===== src/hdl/sbuf_params.svh =====
// ====================
// sizing of the credit based staging buffer
// SBUF_DEPTH must be a power of two
// the upstream sender starts with SBUF_DEPTH credits
// SBUF_RL of 1 and 2 are supported by the read pipeline
// ====================
`ifndef SBUF_PARAMS_SVH
`define SBUF_PARAMS_SVH

`define SBUF_WID          32 // data word width in bits
`define SBUF_DEPTH        16 // entries in the sram, also the upstream credit count
`define SBUF_RL           1  // sram read latency in cycles

// credits held toward downstream after reset
`define SBUF_OUT_CREDITS  4

`endif

===== src/hdl/sbuf_pkg.sv =====
// ====================
// shared word and pointer types of the staging buffer
// pointers carry one wrap bit above the address so full and empty differ
// ====================
`include "sbuf_params.svh"

package sbuf_pkg;

   localparam int SBUF_AW = $clog2(`SBUF_DEPTH); // address bits of one slot

   typedef logic [`SBUF_WID-1:0] sbuf_word_t; // one payload word
   typedef logic [SBUF_AW-1:0]   sbuf_addr_t; // sram address
   typedef logic [SBUF_AW:0]     sbuf_ptr_t;  // wrap bit on top of the address

   // strips the wrap bit to get the slot a pointer names
   function automatic sbuf_addr_t ptr_adr(sbuf_ptr_t p);
      return p[SBUF_AW-1:0];
   endfunction

endpackage


===== src/hdl/sram_port_if.sv =====
// ====================
// write and read port of the simple dual port sram
// no byte enables, one word per access
// ====================
`timescale 1ns/1ps

interface sram_port_if import sbuf_pkg::*; ();

   logic       we;    // write enable, the write happens at the sampling edge
   sbuf_addr_t wadr;  // write slot
   sbuf_word_t wdata; // write payload
   logic       re;    // read enable, the address is sampled with it
   sbuf_addr_t radr;  // read slot
   sbuf_word_t rdata; // read data, valid SBUF_RL edges after re is sampled

   // write side of the buffer
   modport wr (output we, output wadr, output wdata);

   // read side of the buffer
   modport rd (output re, output radr, input rdata);

   // the memory itself
   modport mem (input we, input wadr, input wdata, input re, input radr, output rdata);

endinterface


===== src/hdl/sbuf_top.sv =====
// ====================
// credit based staging buffer, top level
// upstream starts with SBUF_DEPTH credits and pushes only while holding one
// downstream must accept every out_valid word, it paces the buffer by out_credit
// push to out_valid is SBUF_RL + 2 cycles into an idle buffer
// ====================
`timescale 1ns/1ps
`include "sbuf_params.svh"

module sbuf_top import sbuf_pkg::*; (
   input  logic                 clk,
   input  logic                 rst_n,
   // upstream side
   input  logic                 in_valid,   // push one word
   input  logic [`SBUF_WID-1:0] in_data,
   output logic                 in_credit,  // one-cycle pulse, one credit back to the sender
   // downstream side
   output logic                 out_valid,  // one word delivered, no back-pressure
   output logic [`SBUF_WID-1:0] out_data,
   input  logic                 out_credit  // one-cycle pulse, one credit back to the buffer
);

   sbuf_ptr_t wr_ptr; // write side pointer, tells the reader what is stored
   sbuf_ptr_t rd_ptr; // read side pointer, only watched for overflow

   sram_port_if sram_if (); // both sram ports

   // ====================
   // storage
   // ====================
   sram_1r1w u_mem (
      .clk   (clk),
      .rst_n (rst_n),
      .m     (sram_if.mem)
   );

   // ====================
   // write and read side
   // ====================
   sbuf_wr_ctrl u_wr (
      .clk      (clk),
      .rst_n    (rst_n),
      .in_valid (in_valid),
      .in_data  (in_data),
      .rd_ptr   (rd_ptr),
      .wr_ptr   (wr_ptr),
      .wr       (sram_if.wr)
   );

   sbuf_rd_sched u_rd (
      .clk        (clk),
      .rst_n      (rst_n),
      .wr_ptr     (wr_ptr),
      .out_credit (out_credit),
      .in_credit  (in_credit),
      .out_valid  (out_valid),
      .out_data   (out_data),
      .rd_ptr     (rd_ptr),
      .rd         (sram_if.rd)
   );

endmodule


===== src/hdl/sbuf_rd_sched.sv =====
// ====================
// read side of the staging buffer
// a read is issued whenever a word is stored and a downstream credit is held
// out_valid has no ready, downstream must take every word it gave credit for
// in_credit returns one upstream credit the cycle after each issue
// ====================
`timescale 1ns/1ps
`include "sbuf_params.svh"

module sbuf_rd_sched import sbuf_pkg::*; (
   input  logic       clk,
   input  logic       rst_n,
   input  sbuf_ptr_t  wr_ptr,     // write pointer from the write side
   input  logic       out_credit, // downstream hands back one credit
   output logic       in_credit,  // one upstream credit goes back
   output logic       out_valid,  // out_data holds a word this cycle
   output sbuf_word_t out_data,
   output sbuf_ptr_t  rd_ptr,     // next slot to be read
   sram_port_if.rd    rd
);

   // wide enough to hold the full reset count of credits
   localparam int CW = $clog2(`SBUF_OUT_CREDITS + 1);

   logic [CW-1:0]       credits; // downstream credits currently held
   logic                issue;   // read goes out at the coming edge
   logic                re_q;    // read request as seen by the sram
   sbuf_addr_t          radr_q;  // slot of that read
   logic [`SBUF_RL-1:0] vld;     // one bit per sram pipeline stage holding a read

   // ====================
   // issue decision
   // ====================

   // a credit arriving in the same cycle is not needed, a held one is enough
   assign issue = (rd_ptr != wr_ptr) && (credits != '0);

   // ====================
   // pointer, credits and read request
   // ====================
   always_ff @(posedge clk or negedge rst_n) begin
      if (!rst_n) begin
         rd_ptr    <= '0;
         credits   <= CW'(`SBUF_OUT_CREDITS);
         re_q      <= 1'b0;
         in_credit <= 1'b0;
      end else begin
         re_q      <= issue; // address goes to the sram one edge after the decision
         in_credit <= issue; // slot is freed, the sram reads it at the next edge
         if (issue) begin
            rd_ptr <= rd_ptr + 1'b1;
         end
         case ({out_credit, issue})
            2'b10:   credits <= credits + 1'b1;
            2'b01:   credits <= credits - 1'b1;
            default: credits <= credits; // both or neither cancel out
         endcase
      end
   end

   // read address has no reset, re_q keeps it from being used
   always_ff @(posedge clk) begin
      if (issue) begin
         radr_q <= ptr_adr(rd_ptr);
      end
   end

   assign rd.re   = re_q;
   assign rd.radr = radr_q;

   // ====================
   // reads in flight and output register
   // ====================
   always_ff @(posedge clk or negedge rst_n) begin
      if (!rst_n) begin
         vld       <= '0;
         out_valid <= 1'b0;
      end else begin
         vld[0] <= re_q; // matches the first sram stage loading
         for (int i = 1; i < `SBUF_RL; i++) begin
            vld[i] <= vld[i-1];
         end
         out_valid <= vld[`SBUF_RL-1]; // rdata belongs to a read this cycle
      end
   end

   // payload only moves when a read lands
   always_ff @(posedge clk) begin
      if (vld[`SBUF_RL-1]) begin
         out_data <= rd.rdata;
      end
   end

endmodule


===== src/hdl/sbuf_wr_ctrl.sv =====
// ====================
// write side of the staging buffer
// the sender must respect its credits, a push is never refused here
// a push into a full buffer is only flagged in simulation
// ====================
`timescale 1ns/1ps

module sbuf_wr_ctrl import sbuf_pkg::*; (
   input  logic       clk,
   input  logic       rst_n,
   input  logic       in_valid, // push strobe from upstream
   input  sbuf_word_t in_data,  // push payload
   input  sbuf_ptr_t  rd_ptr,   // read pointer, only used to spot overflow
   output sbuf_ptr_t  wr_ptr,   // next slot to be written
   sram_port_if.wr    wr
);

   logic full; // every slot holds a word that has not been issued yet

   // same slot but opposite wrap means the writer has lapped the reader
   assign full = (wr_ptr[SBUF_AW] != rd_ptr[SBUF_AW]) &&
                 (ptr_adr(wr_ptr) == ptr_adr(rd_ptr));

   // ====================
   // sram write port
   // ====================

   // each push goes straight into the slot named by wr_ptr
   // so the word is committed on the same edge that samples the push
   assign wr.we    = in_valid;
   assign wr.wadr  = ptr_adr(wr_ptr); // wrap bit is dropped for the address
   assign wr.wdata = in_data;

   // ====================
   // write pointer
   // ====================
   always_ff @(posedge clk or negedge rst_n) begin
      if (!rst_n) begin
         wr_ptr <= '0;
      end else if (in_valid) begin
         wr_ptr <= wr_ptr + 1'b1; // wraps naturally at twice the depth
      end
   end

   // overflow check
   // the reader may have advanced already while the credit is still on its way
   // so this check is looser than the credit rule itself
   always @(posedge clk) begin
      if (rst_n && in_valid) begin
         assert (!full)
            else $error("push into a full staging buffer, sender ignored its credits");
      end
   end

endmodule


===== src/hdl/sram_1r1w.sv =====
// ====================
// behavioral simple dual port ram, one write port and one read port
// the read data comes out of a pipeline of SBUF_RL registers
// a read of a slot written in the same cycle returns the old word
// the buffer never does that since reads trail the write by two edges
// ====================
`timescale 1ns/1ps
`include "sbuf_params.svh"

module sram_1r1w import sbuf_pkg::*; (
   input logic    clk,
   input logic    rst_n,
   sram_port_if.mem m
);

   sbuf_word_t mem [`SBUF_DEPTH]; // storage array, contents are undefined after reset

   // read pipeline, stage 0 holds the word picked by the last accepted read
   sbuf_word_t [`SBUF_RL-1:0] pipe;

   // ====================
   // write port
   // ====================
   always_ff @(posedge clk) begin
      if (m.we) begin
         mem[m.wadr] <= m.wdata; // word is visible to reads from the next edge on
      end
   end

   // ====================
   // read port
   // ====================
   always_ff @(posedge clk or negedge rst_n) begin
      if (!rst_n) begin
         pipe <= '0;
      end else begin
         if (m.re) begin
            pipe[0] <= mem[m.radr]; // first stage only loads on a read
         end
         // later stages move every cycle, the scheduler tracks the valid bits
         for (int i = 1; i < `SBUF_RL; i++) begin
            pipe[i] <= pipe[i-1];
         end
      end
   end

   assign m.rdata = pipe[`SBUF_RL-1]; // last stage drives the port

endmodule


===== config.mk =====
export PLATFORM = sky130hd
export DESIGN_NAME = sbuf_top
export DESIGN_NICKNAME = d
export VERILOG_FILES = /design/src/hdl/sbuf_pkg.sv /design/src/hdl/sram_port_if.sv /design/src/hdl/sbuf_top.sv /design/src/hdl/sbuf_rd_sched.sv /design/src/hdl/sbuf_wr_ctrl.sv /design/src/hdl/sram_1r1w.sv
export VERILOG_INCLUDE_DIRS = /design/src /design/src/hdl
export SDC_FILE = /design/constraint.sdc
export NUM_CORES = 1
export LEC_CHECK = 0
export BUFFER_PORTS_ARGS = -buffer_cell sky130_fd_sc_hd__buf_2
export CAP_MARGIN = 20
export CORE_MARGIN = 2
export CORE_UTILIZATION = 30
export DETAILED_ROUTE_END_ITERATION = 6
export GPL_ROUTABILITY_DRIVEN = 0
export GPL_TIMING_DRIVEN = 0
export PLACE_DENSITY = 0.44
export SLEW_MARGIN = 20
export SYNTH_ARGS = -nofsm -noshare
export SYNTH_HDL_FRONTEND = slang
export SYNTH_SLANG_ARGS = --single-unit
export TNS_END_PERCENT = 100

===== constraint.sdc =====
create_clock -name clk -period 4.8 [get_ports clk]
set_clock_uncertainty 0.05 [all_clocks]
set_input_delay 0.24 -clock clk [delete_from_list [all_inputs] [get_ports clk]]
set_output_delay 0.24 -clock clk [all_outputs]
set_load 0.02 [all_outputs]

After elaboration in Yosys (flattened, before gate mapping)
Memory sizes are Yosys's and may differ from the RTL's. A register that Yosys moved wholly into a read port is not among the register bits. Cells that the tools add are included.

Memories: 1. Bits of input ports: 36. Word-level logic and storage cells: 23. Register bits: 52. Memory bits (writable): 512.

Equality and inequality tests: 3. Add/sub/neg operators: 4. Reductions and logical operators: 4. Multiplexer cells: 3.

Memory list: u_mem.mem (words 16, width 32, rd ports 1, clocked after Yosys merged registers in 1, write ports 1, RTL line sram_1r1w.sv:16) `` sbuf_word_t mem [`SBUF_DEPTH]; ``.

Operator list (number): $add A5 B1 Y5 const B (2); $pmux W3 S2 (1); $ne A5 B5 Y1 (1); $add A3 B1 Y3 const B (1); $reduce_bool A3 Y1 (1); $sub A3 B1 Y3 const B (1); $eq A2 B1 Y1 const B (1); $eq A2 B2 Y1 const B (1); $mux W1 (2); $reduce_bool A2 Y1 (1); $logic_and A1 B1 Y1 (1); $logic_not A1 Y1 (1).

Logic depth before layout (Yosys ltp)
Gate-level depths: netlist of run 1.

Word-level depth: 4. Depth in mapped cells: 11.

Hierarchy
From an unflattened synthesis of run 1, not the netlist that was laid out.

Cells, all modules: 1009. Area total of the unflattened synthesis: 22913.2 um^2.

By module, submodules not included: sram_1r1w (cells each 876, area each 20788.7 um^2, sequential area each 16175.5 um^2, instances 1); sbuf_rd_sched (cells each 82, area each 1646.6 um^2, sequential area each 1357.6 um^2, instances 1); sbuf_wr_ctrl (cells each 51, area each 478.0 um^2, sequential area each 125.1 um^2, instances 1).

Worst setup path after synthesis of run 1
No wires, ideal clock.

Path type: register -> register. Start: register u_wr.wr_ptr[0]. End: memory u_mem.mem[2][0] in the netlist's numbering, enable pin. Required time: 4.289 ns. Cell stages (with the launch flop): 5. Arrival: 2.968 ns. Path slack: 1.321 ns. Cells stage by stage: dfrtp_1 -> inv_1 -> ha_1 -> nand2_1 -> nor3_1.

RTL lines: from (decl) (RTL line sbuf_wr_ctrl.sv:14) `output sbuf_ptr_t wr_ptr,`; from (signal assigned) (RTL line sbuf_wr_ctrl.sv:41) `wr_ptr <= wr_ptr + 1'b1;`; to (decl) (RTL line sram_1r1w.sv:16).

No word-level cell before the write port.

==> flow_summary_export.csv, run 1 <==
group,metric,value,unit
run_status,outcome,"finished, final reports clean",
yosys,avgSynthCellArea,23.0,sq um
timing,min_period_over_period,53.6,%
job,drv_cap,0,
floorplanning,die_h,278,microns
timing,holdWs,0.0424,ns
finish,drive_above_1_share,31.7,%
timing,slew_headroom,38.3,%
drt,ant_nets,0,
global_routing,gr-total-overflow,0,
finish,final_cell_mix,"edfxtp_1, mux4_2, buf_2",
finish,filler_cell_count,6846,
drt,drt-total-wl,54700,microns
clock_tree,ctsResizeCount,0,
worst_setup_path,required,5.17,ns
place,hpwl,35800,microns
yosys,syn_area,22500,sq um
global_routing,antenna_found_initial,2,
clock_tree,cts_tree,"yes",
finish,syn_to_final_growth,21.9,%
worst_setup_path,start_kind,"flop",
pwr,powerDensity,611,nW/um^2
yosys,yosys-top-cells-area,"edfxtp_1, mux4_2, dfrtp_1, mux4_1, mux2_2",
worst_setup_path,rrSetupSlack,2.23,ns
global_routing,grt_pass1_wl,80500,microns
yosys,synth_nets,1023,
worst_setup_path,worst_r2r_endpoint,"u_mem.m.rdata[2]",
worst_setup_path,path_max_fanout,10,
timing,finalMaxSlewViolations,0,
clock_tree,h-tree-depth,3,
place,io_buffer_count,68,
pwr,power,16.8,mW
clock_tree,path_clk_slew,0.06,ns
yosys,yosys_warnings,0,
floorplanning,die_area,77200,sq um
clock_tree,cts_buffers,68,
yosys,ys_seq_area_share,78.5,%
worst_setup_path,rr_startpoint,"u_rd.rd.radr[3]",
timing,timing.fmax,389,MHz
drt,drcViolationCount,0,
finish,regArea,17700,sq um
clock_tree,insertion_delay,0.59,ns
timing,setup_viol,0,
floorplanning,row_count,100,
yosys,synthFlopType,"edfxtp_1",
timing,fin_crit,2.57,ns
drt,dr.pass1.iters,5,
worst_setup_path,startpoint,"u_rd.rd.radr[3]",
floorplanning,core-area,74300,sq um
yosys,ys_async_sr_fraction,8.05,%
finish,multi_input_area,4600,sq um
timing,tightest_slew,0.926,ns
clock_tree,clock_sinks,596,
global_routing,grt_max_degree,35,
worst_setup_path,rr_worst_depth,6,
drt,drt_iter0_markers,867,
pwr,worst_ir_drop_vdd,0.266,mV
hold_path,hold_class,"in -> async",
yosys,synth.distinct_cells,34,
timing,hold_viol,0,
clock_tree,clockRootBuffer,"clkbuf_16",
worst_setup_path,critPathCaptureType,"flop",
timing,rsz0062_at_grt,"false",
floorplanning,die_width,278,microns
global_routing,grt_util_all_layers,14.5,%
worst_setup_path,worstPathArrival,2.94,ns
clock_tree,cts_buffer_depth,3,
yosys,synthCells,980,
place,preCtsSetupSlack,2.20,ns
yosys,synth_top_area_share,73.1,%
drt,wl_per_cell,24.7,microns
finish,final_common_cell,"edfxtp_1",
finish,layout.nets,1232,
finish,utilization,36.9,%
yosys,yosysTopAreaCell,"edfxtp_1",
timing,setup_tns,0,ns
yosys,synth_seq_cells,596,
yosys,synth_edf_count,548,
floorplanning,initial_core_util,30.3,%
floorplanning,io_pins,70,
global_routing,grt_pass1_vias,11624,
worst_setup_path,crit_type,"reg -> reg",
worst_setup_path,worstSetupEndpoint,"u_mem.m.rdata[2]",
pwr,leakage,8.93,nW
drt,viasPerCell,4.79,
timing,setup_slack,2.23,ns
drt,vias,10587,
per-stage QoR:
step | cell area [sq um] | instances
2_1_floorplan | 22500 | 980
3_3_place_gp | 24100 | 2017
3_5_place_dp | 24900 | 2054
4_1_cts | 27400 | 2210
5_1_grt | 27400 | 2211
6_report | 27400 | 2211
cell type report:
class                   instances  share of cell area (%)
well taps                     969                    4.42
plain buffers                  52                    1.22
clock inverters                21                   0.871
inverters                       7                  0.0958
multi-input cells             325                    16.8
repair buffers                139                    5.14
flip-flops and latches        596                    64.4
diodes                          1                 0.00912
clock buffers                 101                    7.07
cells in the mapped netlist (7+ instances only):
library cell / count
xnor2_1: 12
inv_1: 7
mux4_1: 32
edfxtp_1: 548
a21oi_1: 32
dfrtp_1: 47
buf_2: 17
buf_4: 8
clkbuf_1: 20
mux2_2: 32
nor2_1: 15
mux4_2: 96
o22ai_2: 15
nand2_1: 10
o22ai_1: 49
worst max-delay path: stages, from the launching register on:
cell and delay [ns]:
edfxtp_1 0.47, buf_2 0.32, clkbuf_1 0.71, mux4_1 0.42, mux2_2 0.29, o22ai_2 0.08, a21oi_1 0.06
cells by family after synthesis:
| kind of cell | Yosys count | synth area share (%) |
|---|---|---|
| flip-flops | 596 | 78.5 |
| adder cells (fa/ha/maj) | 7 | 0.423 |
| XOR/XNOR | 16 | 0.623 |
| buffers and inverters | 59 | 1.60 |
| multiplexers | 162 | 15.0 |
| AND/OR/NAND/NOR | 39 | 0.790 |
| AO/OA/AOI/OAI | 101 | 3.06 |
sequential cells by signal, indices dropped and copies added (netlist names):
| signal | cells |
|---|---|
| u_mem.mem | 512 |
| u_mem.m.rdata | 32 |
| u_rd.out_data | 32 |
| u_rd.rd_ptr | 5 |
| u_wr.wr_ptr | 5 |
| u_rd.rd.radr | 4 |
| u_rd.credits | 3 |
| u_rd.in_credit | 1 |
| u_rd.out_valid | 1 |
| u_rd.vld | 1 |
routing by layer:
metal / up-vias / wire [microns] / GRT usage, %
met5: - / 11 / 0
met4: 2 / 980 / 4.20
met3: 70 / 2360 / 2.74
met2: 220 / 26100 / 23.1
met1: 5732 / 25200 / 20.2
li1: 4563 / - / -
where the power goes:
| part | switching (mW) | total, mW | leakage, nW | internal [mW] |
|---|---|---|---|---|
| clock | 2.00 | 5.07 | 1.06 | 3.07 |
| sequential | 0.347 | 6.91 | 5.52 | 6.56 |
| combinational | 2.66 | 4.78 | 2.35 | 2.12 |
how the worst min path moves through the flow:
stage | end | slack [ns] | cells past startpoint
2_1_floorplan | u_mem.m.rdata[0] | -0.11 | 0
3_3_place_gp | u_rd.out_data[15] | 0.38 | 0
3_5_place_dp | u_mem.m.rdata[3] | 0.11 | 1
4_1_cts | u_mem.m.rdata[11] | 0.01 | 2
5_1_grt | u_mem.m.rdata[11] | 0.05 | 2
6_report | u_mem.m.rdata[11] | 0.04 | 2
what timing repair did:
action / 4_1_cts / 5_1_grt
hold endpoints to repair: 560 / 0
hold buffers: 34 / 0
setup buffers: 0 / 0
No activity file was read; power rests on OpenSTA's default activity.
==> inputs of run 2 (changes only) <==
==> constraint.sdc (replaced) <==
create_clock -name clk -period 2.4 [get_ports clk]
set_clock_uncertainty 0.05 [all_clocks]
set_input_delay 0.12 -clock clk [delete_from_list [all_inputs] [get_ports clk]]
set_output_delay 0.12 -clock clk [all_outputs]
set_load 0.02 [all_outputs]
==> run 2 against run 1 <==
Against the previous run: largest power group unchanged; register-to-register slack got worse by 2.1 ns; final cell count up 0.18%; total power grew 98%; final area is 0.47% higher; routed wire length fell by 0.63%; fmax up 12%; flip-flop and latch count did not move; combinational power rose by 100%; via count is 0.67% lower; critical path depth stayed put.
==> flow_summary_export.csv, run 2 (synthesis gave the netlist of run 1 again) <==
group,metric,value,unit
finish,top_register,"u_mem.mem",
floorplanning,io_pins,70,
finish,final_cell_mix,"edfxtp_1, mux4_2, buf_2",
drt,ant_nets,0,
pwr,p_sw_share,30.2,%
clock_tree,cts_buffer_depth,3,
pwr,worst_ir_drop_vdd,0.642,mV
drt,viasPerCell,4.75,
clock_tree,path_clk_slew,0.06,ns
finish,largest_reg_flops,512,
pwr,powerDensity,1210,nW/um^2
finish,final_common_cell,"edfxtp_1",
worst_setup_path,required,2.78,ns
finish,final_area,27600,sq um
timing,setup_viol,0,
global_routing,grt_pass1_vias,11192,
drt,drt_iter0_markers,882,
pwr,leakage,8.99,nW
global_routing,antenna_found_initial,1,
timing,hold_viol,0,
pwr,seqPwrFrac,41.7,%
timing,min_period_over_period,95.3,%
clock_tree,cts_buffers,67,
worst_setup_path,crit_type,"reg -> reg",
place,dp_cells,2050,
pwr,combPwrFrac,28.9,%
finish,fin_cells,2215,
place,placed_area,25000,sq um
timing,fin_crit,2.29,ns
finish,syn_to_final_growth,22.4,%
worst_setup_path,critPathCaptureType,"flop",
finish,layout.nets,1235,
global_routing,grt_max_degree,31,
drt,dr.pass1.iters,7,
floorplanning,die_width,278,microns
worst_setup_path,start_kind,"flop",
timing,rsz0062_at_grt,"false",
timing,timing.fmax,437,MHz
pwr,p_clk_share,29.4,%
place,io_buffer_count,68,
global_routing,gr-total-overflow,0,
job,drv_cap,0,
clock_tree,clock_sinks,596,
drt,drt-total-wl,54300,microns
drt,vias,10516,
clock_tree,h-tree-depth,3,
pwr,p_sw,10.0,mW
worst_setup_path,path_max_fanout,10,
hold_path,hold_class,"reg -> reg",
clock_tree,clockRootBuffer,"clkbuf_16",
finish,n_antenna_cell,0,
floorplanning,row_count,100,
timing,tightest_slew,0.909,ns
global_routing,grt_util_all_layers,14.2,%
clock_tree,cts_tree,"yes",
timing,slew_headroom,39.4,%
pwr,p_int,23.2,mW
floorplanning,die_h,278,microns
drt,drcViolationCount,0,
worst_setup_path,worstPathArrival,2.67,ns
finish,drive_above_1_share,32.4,%
floorplanning,initial_core_util,30.3,%
clock_tree,insertion_delay,0.61,ns
run_status,outcome,"finished, final reports clean",
floorplanning,die_area,77200,sq um
timing,finalMaxSlewViolations,0,
place,hpwl,35800,microns
drt,wl_per_cell,24.5,microns
floorplanning,core-area,74300,sq um
global_routing,grt_pass1_wl,78900,microns
==> run 2: metal layers <==
metal | wire, microns | vias to the layer above | global-route usage, %
li1 | - | 4602 | -
met1 | 25300 | 5642 | 19.9
met2 | 26000 | 202 | 22.8
met3 | 2110 | 68 | 2.50
met4 | 953 | 2 | 4.05
met5 | 7 | - | 0
==> run 2: worst paths after layout <==
kind                              startpoint           endpoint  slack [ns]  depth (start not counted)
max                          u_rd.rd.radr[2]   u_mem.m.rdata[3]        0.11                          6
min                        u_mem.m.rdata[13]  u_rd.out_data[13]        0.39                          0
max reg2reg                  u_rd.rd.radr[2]   u_mem.m.rdata[3]        0.11                          6
min reg2reg                u_mem.m.rdata[13]  u_rd.out_data[13]        0.39                          0
max in group asynchronous              rst_n    u_rd.credits[2]        1.48                          4
min in group asynchronous              rst_n  u_mem.m.rdata[12]        0.56                          4
==> run 2: per-stage QoR <==
stage          hold WS [ns]  power (mW)  setup TNS (ns)  util (%)  setup slack, ns
4_1_cts               0.366        33.8               0      37.0           0.0232
5_1_grt               0.398        34.8               0      37.1         0.000411
6_report              0.385        33.2               0      37.1            0.114
2_1_floorplan        -0.226        20.1          -66.79         -           -0.237
3_5_place_dp         0.0204        23.8           -6.61      33.6           -0.279
3_3_place_gp          0.387        23.3         -893.94      32.4            -2.46
==> run 2: area by class of cell <==
class / instances / area (sq um)
Sequential cell: 596 / 17700
Timing Repair Buffer: 144 / 1590
Clock inverter: 30 / 250
Tap cell: 969 / 1210
Inverter: 7 / 26.3
Clock buffer: 93 / 1850
Multi-Input combinational cell: 325 / 4620
Fill cell: 6796 / 46800
Buffer: 51 / 344
==> run 2: worst max-delay path: stages, from the launching register on <==
cell and delay [ns]:
edfxtp_1 0.47, buf_4 0.34, buf_4 0.27, buf_4 0.25, mux4_2 0.37, o22ai_1 0.24
a21oi_1 0.11
==> run 2: what timing repair did <==
action,CTS,global route
hold endpoints to repair,566,0
pin swaps,1,4
buffers inserted,1,5
setup endpoints to repair,60,68
gates resized for setup,6,12
hold buffers,37,0
==> run 2: power groups by stage <==
stage	logic [mW]	clock network (mW)	registers, mW
2_1_floorplan	5.94	0	14.2
3_3_place_gp	9.16	0	14.2
3_5_place_dp	9.77	0	14.1
4_1_cts	9.84	10.1	13.9
5_1_grt	10.3	10.5	14.0
6_report	9.59	9.76	13.9
